### src/source/i2c_pkg.sv
package i2c_pkg;

    ////////////////////////////////////////////////////////////////////////////
    // clock and bus timing
    ////////////////////////////////////////////////////////////////////////////

    // 100 MHz system clock
    localparam int CLKS_PER_USEC = 100;
    // 5 us half period, 100 kHz scl
    localparam int SCL_HALF_USEC = 5;

    localparam int ADDR_W = 7;
    localparam int BYTE_W = 8;

    localparam int USEC_CNT_W = $clog2(CLKS_PER_USEC);
    localparam int SCL_CNT_W  = $clog2(SCL_HALF_USEC);
    localparam int BIT_IDX_W  = $clog2(BYTE_W);

    localparam logic [USEC_CNT_W-1:0] USEC_LAST   = USEC_CNT_W'(CLKS_PER_USEC - 1);
    localparam logic [SCL_CNT_W-1:0]  SCL_LAST    = SCL_CNT_W'(SCL_HALF_USEC - 1);
    // sda release point in the stop state, one tick before scl would toggle
    localparam logic [SCL_CNT_W-1:0]  SCL_STOP_AT = SCL_CNT_W'(SCL_HALF_USEC - 2);
    localparam logic [BIT_IDX_W-1:0]  BIT_MSB     = BIT_IDX_W'(BYTE_W - 1);

    // write-only master states
    typedef enum logic [2:0] {
        i2c_idle,
        i2c_start,
        i2c_send_addr,
        i2c_ack,
        i2c_send_data,
        i2c_scl_stop,
        i2c_stop
    } i2c_state_e;

endpackage

### src/source/lcd_pkg.sv
package lcd_pkg;

    ////////////////////////////////////////////////////////////////////////////
    // frame timing
    ////////////////////////////////////////////////////////////////////////////

    // spacing between frame strobes, longer than one bus frame
    localparam int FRAME_USEC      = 200;
    // two frames per nibble plus a closing disabled frame
    localparam int FRAMES_PER_BYTE = 5;

    localparam int FRAME_CNT_W = $clog2(FRAME_USEC);
    localparam int FRAME_IDX_W = $clog2(FRAMES_PER_BYTE + 1);

    localparam logic [FRAME_CNT_W-1:0] FRAME_LAST  = FRAME_CNT_W'(FRAME_USEC - 1);
    localparam logic [FRAME_IDX_W-1:0] FRAMES_DONE = FRAME_IDX_W'(FRAMES_PER_BYTE);

    ////////////////////////////////////////////////////////////////////////////
    // expander low bits: backlight, en, rw (rs goes below them)
    ////////////////////////////////////////////////////////////////////////////

    localparam logic [2:0] CTRL_DISABLE = 3'b100;
    localparam logic [2:0] CTRL_ENABLE  = 3'b110;

    // one state per frame of a byte
    typedef enum logic [2:0] {
        snd_idle,
        snd_high_off,
        snd_high_on,
        snd_low_off,
        snd_low_on,
        snd_tail_off
    } send_state_e;

endpackage

### src/source/i2c_req_if.sv
interface i2c_req_if;

    // frame request, addr and data valid with the start strobe
    logic [i2c_pkg::ADDR_W-1:0] addr;
    logic [i2c_pkg::BYTE_W-1:0] data;
    logic                       start;
    // high while the master owns the bus
    logic                       busy;

    modport sender (
        output addr, data, start,
        input  busy
    );

    modport master (
        input  addr, data, start,
        output busy
    );

endinterface

### src/source/usec_tick.sv
module usec_tick (
    input  logic clk,
    input  logic reset_p,
    output logic usec
);

    logic [i2c_pkg::USEC_CNT_W-1:0] clk_cnt;

    // free running divider
    always_ff @(posedge clk or posedge reset_p) begin
        if (reset_p) begin
            clk_cnt <= '0;
        end else if (clk_cnt == i2c_pkg::USEC_LAST) begin
            clk_cnt <= '0;
        end else begin
            clk_cnt <= clk_cnt + 1'b1;
        end
    end

    // one cycle strobe on wrap
    always_ff @(posedge clk or posedge reset_p) begin
        if (reset_p) begin
            usec <= 1'b0;
        end else begin
            usec <= (clk_cnt == i2c_pkg::USEC_LAST);
        end
    end

endmodule

### src/source/i2c_master.sv
module i2c_master (
    input  logic      clk,
    input  logic      reset_p,
    input  logic      usec,
    i2c_req_if.master req,
    output logic      scl,
    output logic      sda
);

    i2c_pkg::i2c_state_e state;

    logic                            scl_en;
    logic                            scl_d;
    logic                            scl_fall;
    logic                            scl_rise;
    logic [i2c_pkg::SCL_CNT_W-1:0]   scl_cnt;
    logic [i2c_pkg::BIT_IDX_W-1:0]   bit_idx;
    logic [i2c_pkg::BYTE_W-1:0]      addr_byte;
    logic [i2c_pkg::BYTE_W-1:0]      data_byte;
    logic [i2c_pkg::BYTE_W-1:0]      tx_byte;
    logic                            data_done;

    ////////////////////////////////////////////////////////////////////////////
    // scl generator
    ////////////////////////////////////////////////////////////////////////////

    always_ff @(posedge clk or posedge reset_p) begin
        if (reset_p) begin
            scl_cnt <= '0;
            scl     <= 1'b1;
        end else if (!scl_en) begin
            scl_cnt <= '0;
            scl     <= 1'b1;
        end else if (usec) begin
            if (scl_cnt == i2c_pkg::SCL_LAST) begin
                scl_cnt <= '0;
                scl     <= ~scl;
            end else begin
                scl_cnt <= scl_cnt + 1'b1;
            end
        end
    end

    // edges seen one cycle late, so sda moves after scl has settled low
    always_ff @(posedge clk or posedge reset_p) begin
        if (reset_p) begin
            scl_d <= 1'b1;
        end else begin
            scl_d <= scl;
        end
    end

    assign scl_fall = scl_d & ~scl;
    assign scl_rise = ~scl_d & scl;

    assign req.busy = (state != i2c_pkg::i2c_idle);
    assign tx_byte  = (state == i2c_pkg::i2c_send_data) ? data_byte : addr_byte;

    // request capture, write bit is always 0
    always_ff @(posedge clk) begin
        if (state == i2c_pkg::i2c_idle && req.start) begin
            addr_byte <= {req.addr, 1'b0};
            data_byte <= req.data;
        end
    end

    ////////////////////////////////////////////////////////////////////////////
    // frame FSM
    ////////////////////////////////////////////////////////////////////////////

    always_ff @(posedge clk or posedge reset_p) begin
        if (reset_p) begin
            state     <= i2c_pkg::i2c_idle;
            scl_en    <= 1'b0;
            sda       <= 1'b1;
            bit_idx   <= i2c_pkg::BIT_MSB;
            data_done <= 1'b0;
        end else begin
            case (state)
                i2c_pkg::i2c_idle: begin
                    if (req.start) state <= i2c_pkg::i2c_start;
                end
                // start condition, sda falls with scl high
                i2c_pkg::i2c_start: begin
                    sda       <= 1'b0;
                    scl_en    <= 1'b1;
                    bit_idx   <= i2c_pkg::BIT_MSB;
                    data_done <= 1'b0;
                    state     <= i2c_pkg::i2c_send_addr;
                end
                i2c_pkg::i2c_send_addr, i2c_pkg::i2c_send_data: begin
                    if (scl_fall) sda <= tx_byte[bit_idx];
                    if (scl_rise) begin
                        if (bit_idx == '0) begin
                            bit_idx <= i2c_pkg::BIT_MSB;
                            state   <= i2c_pkg::i2c_ack;
                        end else begin
                            bit_idx <= bit_idx - 1'b1;
                        end
                    end
                end
                // no read path, slot is driven high and not sampled
                i2c_pkg::i2c_ack: begin
                    if (scl_fall) sda <= 1'b1;
                    if (scl_rise) begin
                        if (data_done) begin
                            state <= i2c_pkg::i2c_scl_stop;
                        end else begin
                            data_done <= 1'b1;
                            state     <= i2c_pkg::i2c_send_data;
                        end
                    end
                end
                i2c_pkg::i2c_scl_stop: begin
                    if (scl_fall) sda <= 1'b0;
                    if (scl_rise) state <= i2c_pkg::i2c_stop;
                end
                // stop condition, sda rises with scl high
                i2c_pkg::i2c_stop: begin
                    if (usec && scl_cnt == i2c_pkg::SCL_STOP_AT) begin
                        sda    <= 1'b1;
                        scl_en <= 1'b0;
                        state  <= i2c_pkg::i2c_idle;
                    end
                end
                default: state <= i2c_pkg::i2c_idle;
            endcase
        end
    end

    a_sda_stable_scl_high: assert property (@(posedge clk) disable iff (reset_p)
        (scl && $past(scl) && $changed(sda)) |->
        ($past(state) == i2c_pkg::i2c_start || $past(state) == i2c_pkg::i2c_stop))
        else $error("sda moved while scl high outside start/stop");

    // a new request only ever arrives once the previous frame has ended
    a_start_from_idle: assert property (@(posedge clk) disable iff (reset_p)
        req.start |-> (state == i2c_pkg::i2c_idle))
        else $error("start strobe while a frame is in progress");

endmodule

### src/source/lcd_byte_sender.sv
module lcd_byte_sender (
    input  logic                       clk,
    input  logic                       reset_p,
    input  logic                       usec,
    input  logic                       send,
    input  logic [i2c_pkg::BYTE_W-1:0] send_byte,
    input  logic                       rs,
    input  logic [i2c_pkg::ADDR_W-1:0] addr,
    i2c_req_if.sender                  req,
    output logic                       busy
);

    lcd_pkg::send_state_e state;
    lcd_pkg::send_state_e next_state;

    logic [i2c_pkg::BYTE_W-1:0]     byte_q;
    logic                           rs_q;
    logic [i2c_pkg::ADDR_W-1:0]     addr_q;
    logic                           start_q;
    logic [lcd_pkg::FRAME_CNT_W-1:0] frame_timer;
    logic [lcd_pkg::FRAME_IDX_W-1:0] frame_cnt;
    logic [i2c_pkg::BYTE_W/2-1:0]   nibble;
    logic [2:0]                     ctrl;

    always_ff @(posedge clk) begin
        if (state == lcd_pkg::snd_idle && send) begin
            byte_q <= send_byte;
            rs_q   <= rs;
            addr_q <= addr;
        end
    end

    // frame order within a byte
    always_comb begin
        case (state)
            lcd_pkg::snd_high_off: next_state = lcd_pkg::snd_high_on;
            lcd_pkg::snd_high_on:  next_state = lcd_pkg::snd_low_off;
            lcd_pkg::snd_low_off:  next_state = lcd_pkg::snd_low_on;
            lcd_pkg::snd_low_on:   next_state = lcd_pkg::snd_tail_off;
            default:               next_state = lcd_pkg::snd_idle;
        endcase
    end

    ////////////////////////////////////////////////////////////////////////////
    // frame sequencer, one start strobe per FRAME_USEC
    ////////////////////////////////////////////////////////////////////////////

    always_ff @(posedge clk or posedge reset_p) begin
        if (reset_p) begin
            state       <= lcd_pkg::snd_idle;
            start_q     <= 1'b0;
            frame_timer <= '0;
        end else begin
            start_q <= 1'b0;
            if (state == lcd_pkg::snd_idle) begin
                // send while busy never reaches here
                if (send) begin
                    state       <= lcd_pkg::snd_high_off;
                    start_q     <= 1'b1;
                    frame_timer <= '0;
                end
            end else if (usec) begin
                if (frame_timer == lcd_pkg::FRAME_LAST) begin
                    frame_timer <= '0;
                    state       <= next_state;
                    start_q     <= (next_state != lcd_pkg::snd_idle);
                end else begin
                    frame_timer <= frame_timer + 1'b1;
                end
            end
        end
    end

    // frames issued for the current byte
    always_ff @(posedge clk or posedge reset_p) begin
        if (reset_p) begin
            frame_cnt <= '0;
        end else if (state == lcd_pkg::snd_idle && send) begin
            frame_cnt <= '0;
        end else if (start_q) begin
            frame_cnt <= frame_cnt + 1'b1;
        end
    end

    assign nibble = (state == lcd_pkg::snd_high_off || state == lcd_pkg::snd_high_on)
                    ? byte_q[i2c_pkg::BYTE_W-1:i2c_pkg::BYTE_W/2]
                    : byte_q[i2c_pkg::BYTE_W/2-1:0];
    assign ctrl   = (state == lcd_pkg::snd_high_on || state == lcd_pkg::snd_low_on)
                    ? lcd_pkg::CTRL_ENABLE : lcd_pkg::CTRL_DISABLE;

    assign req.addr  = addr_q;
    assign req.data  = {nibble, ctrl, rs_q};
    assign req.start = start_q;
    assign busy      = (state != lcd_pkg::snd_idle);

    // the master must have finished the previous frame
    a_start_in_frame: assert property (@(posedge clk) disable iff (reset_p)
        req.start |-> (state != lcd_pkg::snd_idle && !req.busy))
        else $error("frame strobe while idle or while the master is busy");

    a_frames_per_byte: assert property (@(posedge clk) disable iff (reset_p)
        $fell(busy) |-> (frame_cnt == lcd_pkg::FRAMES_DONE))
        else $error("wrong frame count for one byte");

endmodule

### src/source/lcd_i2c_top.sv
module lcd_i2c_top (
    input  logic                       clk,
    input  logic                       reset_p,
    input  logic [i2c_pkg::ADDR_W-1:0] addr,
    input  logic [i2c_pkg::BYTE_W-1:0] send_byte,
    input  logic                       rs,
    input  logic                       send,
    output logic                       scl,
    output logic                       sda,
    output logic                       busy
);

    logic usec;

    // sender to master request channel
    i2c_req_if req_bus ();

    usec_tick u_usec_tick (
        .clk     (clk),
        .reset_p (reset_p),
        .usec    (usec)
    );

    lcd_byte_sender u_sender (
        .clk       (clk),
        .reset_p   (reset_p),
        .usec      (usec),
        .send      (send),
        .send_byte (send_byte),
        .rs        (rs),
        .addr      (addr),
        .req       (req_bus.sender),
        .busy      (busy)
    );

    i2c_master u_master (
        .clk     (clk),
        .reset_p (reset_p),
        .usec    (usec),
        .req     (req_bus.master),
        .scl     (scl),
        .sda     (sda)
    );

endmodule

### config.mk
export PLATFORM = sky130hd
export DESIGN_NAME = lcd_i2c_top
export DESIGN_NICKNAME = d
export VERILOG_FILES = /design/src/source/i2c_pkg.sv /design/src/source/lcd_pkg.sv /design/src/source/i2c_req_if.sv /design/src/source/usec_tick.sv /design/src/source/i2c_master.sv /design/src/source/lcd_byte_sender.sv /design/src/source/lcd_i2c_top.sv
export SDC_FILE = /design/constraint.sdc
export NUM_CORES = 1
export LEC_CHECK = 0
export ABC_AREA = 1
export BUFFER_PORTS_ARGS = -buffer_cell sky130_fd_sc_hd__buf_2
export CAP_MARGIN = 20
export CORE_MARGIN = 3
export CORE_UTILIZATION = 25
export CTS_CLUSTER_SIZE = 24
export DETAILED_ROUTE_END_ITERATION = 8
export GPL_TIMING_DRIVEN = 0
export HOLD_SLACK_MARGIN = 0.1
export SLEW_MARGIN = 25
export SYNTH_ARGS = -nofsm -noshare
export SYNTH_HDL_FRONTEND = slang
export SYNTH_SLANG_ARGS = --single-unit
### constraint.sdc
create_clock -name clk -period 4.9 [get_ports clk]
set_clock_uncertainty 0.15 [all_clocks]
set_input_delay 0.98 -clock clk [delete_from_list [all_inputs] [get_ports clk]]
set_output_delay 0.98 -clock clk [all_outputs]
set_load 0.005 [all_outputs]
==> impl_metrics.json <==
{
  "status": "finished clean",
  "max_freq_mhz": 438.1,
  "ctsHtreeMaxLevel": 3,
  "hold_path_depth": 0,
  "postCtsSetupRepairBufs": 0,
  "tightest_slew_ns": 0.6971,
  "diodes": 0,
  "critPathMaxStageDelay_ns": 0.41,
  "clk_pin_slew_ns": 0.05,
  "synth_area_leaders": "edfxtp_1, dfrtp_1, dfstp_2",
  "final_max_slew_viol_count": 0,
  "wirelength_um": 4973,
  "synth_top_area_share_pct": 29.43,
  "start_util_pct": 25.70,
  "coreArea_um2": 11520,
  "grt_pass1_vias": 1943,
  "power-per-cell-area_nw_per_um2": 326.8,
  "dr.pass1.iters": 6,
  "clk_latency_ns": 0.32,
  "die_area_um2": 13180,
  "post_drt_wl_per_cell_um": 10.72,
  "nFillCells": 1170,
  "syn_area_um2": 2959,
  "critPathKind": "reg -> out",
  "hold_end": "u_master.scl_d",
  "path_max_fanout": 6,
  "hold_class": "reg -> reg",
  "io_buffers": 21,
  "finalNetCount": 342,
  "slew_headroom_pct": 53.46,
  "critPathLaunchType": "flop",
  "holdWs_ns": 0.2364,
  "areaGrowthSynthToFinish_pct": 19.24,
  "synth_cells": 284,
  "tns_ns": 0,
  "drc": 0,
  "fin_area_um2": 3528,
  "cts_num_sinks": 63,
  "postRouteAntennaNets": 0,
  "min_period_ns": 2.282,
  "critPathArrivalTime_ns": 1.15,
  "crit_required_ns": 3.77,
  "antenna_found_initial": 0,
  "yosys_warnings": 0,
  "leakagePower_nw": 1.527,
  "cts_tree": "yes",
  "rsz0062_at_grt": "no",
  "syn-num-nets": 310,
  "die_h_um": 114.8,
  "finalCritPeriodShare_pct": 46.58,
  "gp_congestion": 0.8038,
  "grt_max_degree": 35,
  "rows": 39,
  "vias_per_cell": 4.269,
  "vias": 1981,
  "ys_ff_latch": 63,
  "synth-seq-area-share_pct": 58.44,
  "hold_viol": 0,
  "crit_chain": "nor2_2 -> nand2_2 -> buf_2",
  "synth_cell_type_count": 38,
  "worst_path_max_delay_cell": "dfrtp_1",
  "drive_gt1_share_pct": 25.55,
  "holdBufCountCts": 0,
  "reg2reg_depth": 8,
  "cpLargestDelayFamily": "flip-flops",
  "min_from": "u_master.scl",
  "synth_top_area_cell": "edfxtp_1",
  "grt_pass1_wl_um": 8721,
  "crit-reg2reg-capture": "u_master.bit_idx[1]",
  "die_width_um": 114.8,
  "overflow": 0,
  "hpwl_um": 3543,
  "root_buffer": "clkbuf_16",
  "ir_drop_mv": 0.2644,
  "cts_buffers": 9,
  "critPathCaptureType": "primary output",
  "rrSetupSlack_ns": 2.98,
  "r2r_start": "u_master.bit_idx[0]",
  "setup-violations-final": 0,
  "cts-resized-gates": 0,
  "io_pins": 22,
  "crit_buf_inv": 1,
  "syn_avg_cell_area_um2": 10.42,
  "place_area_um2": 3243,
  "grt_usage_pct": 8.262,
  "cts.path.max_buffers": 2,
  "maxCapViolations": 0,
  "drt_iter0_markers": 107
}
[how the worst max path moves through the flow]
stage / slack, ns / startpoint / cells past startpoint / endpoint
2_1_floorplan: 2.99 / send / 2 / u_sender.byte_q[0]
3_3_place_gp: 2.52 / reset_p / 2 / u_sender.state[1]
3_5_place_dp: 2.75 / send / 3 / u_sender.req.addr[6]
4_1_cts: 2.60 / u_sender.state[1] / 3 / busy
5_1_grt: 2.53 / u_sender.state[1] / 3 / busy
6_report: 2.62 / u_sender.state[0] / 3 / busy
[layer usage]
layer	wire length, µm	vias to the layer above	track usage (%)	share of wire [%]
met4	93	0	3.756	1.9
met1	2229	930	10.15	45
li1	-	1013	-	-
met3	188	8	2.526	3.8
met2	2462	30	13.39	50
met5	0	-	0	0
[layout by cell type, fill, tap and decap left out, drive strengths merged, types with 5 or more instances in the layout]
master,n
dfrtp,28
o21ai,20
a21oi,16
nor3,6
nand3,24
ha,7
buf,25
nor2,36
clkbuf,15
dfstp,6
nand2,42
nand4,5
edfxtp,29
inv,42
[where the power goes]
group | switching, mW | total [mW] | internal [mW]
logic | 0.00717 | 0.0122 | 0.00500
clock network | 0.205 | 0.588 | 0.383
registers | 0 | 0.553 | 0.553
total | 0.212 | 1.15 | 0.941
[area by class of cell]
cell class | instances | area (µm²) | share of cell area, %
tap | 143 | 178.9 | 5.071
inverter | 43 | 161.4 | 4.574
timing repair buffer | 21 | 105.1 | 2.979
clock inverter | 1 | 5.005 | 0.1418
multi-input combinational | 174 | 1026 | 29.08
sequential | 63 | 1729 | 49.01
clock buffer | 15 | 277.8 | 7.872
buffer | 4 | 45.04 | 1.277
[flip-flops by register name, summed over array words and instances (netlist names), 3 cells and up]
name / count
u_master.state: 3
u_master.scl_cnt: 3
u_sender.byte_q: 8
u_sender.req.addr: 7
u_usec_tick.clk_cnt: 7
u_master.data_byte: 6
u_master.addr_byte: 7
u_sender.frame_timer: 8
u_master.bit_idx: 3
u_sender.state: 3
[synthesized netlist by cell type, drive strengths merged]
library cell  instances
a21oi                16
a22oi                 3
a31oi                 1
and3                  2
buf                   4
clkinv                1
dfrtp                28
dfstp                 6
edfxtp               29
ha                    7
inv                  42
mux2                  4
nand2                42
nand3                24
nand4                 5
nor2                 36
nor3                  6
nor4                  1
o21ai                20
o22ai                 3
or2                   1
xnor2                 1
xor2                  2
[metrics by stage]
stage	utilization [%]	std cells	power, mW	worst slack [ns]
global placement	28.16	448	0.5747	2.522
floorplan	-	284	0.5663	2.994
detailed placement	28.16	448	0.5752	2.752
finish	30.64	464	1.153	2.618
global route	30.64	464	1.194	2.528
CTS	30.62	464	1.168	2.598
[kinds of logic after synthesis]
family,share of synthesized area (%)
AOI/OAI and AO/OA,8.964
xor gates and xnor gates,0.8881
adders and majority gates,2.960
buffers and inverters,6.976
DFF,58.44
muxes,1.522
and+or+nand+nor,20.25
Note: power is estimated with default switching activity, not from simulation.
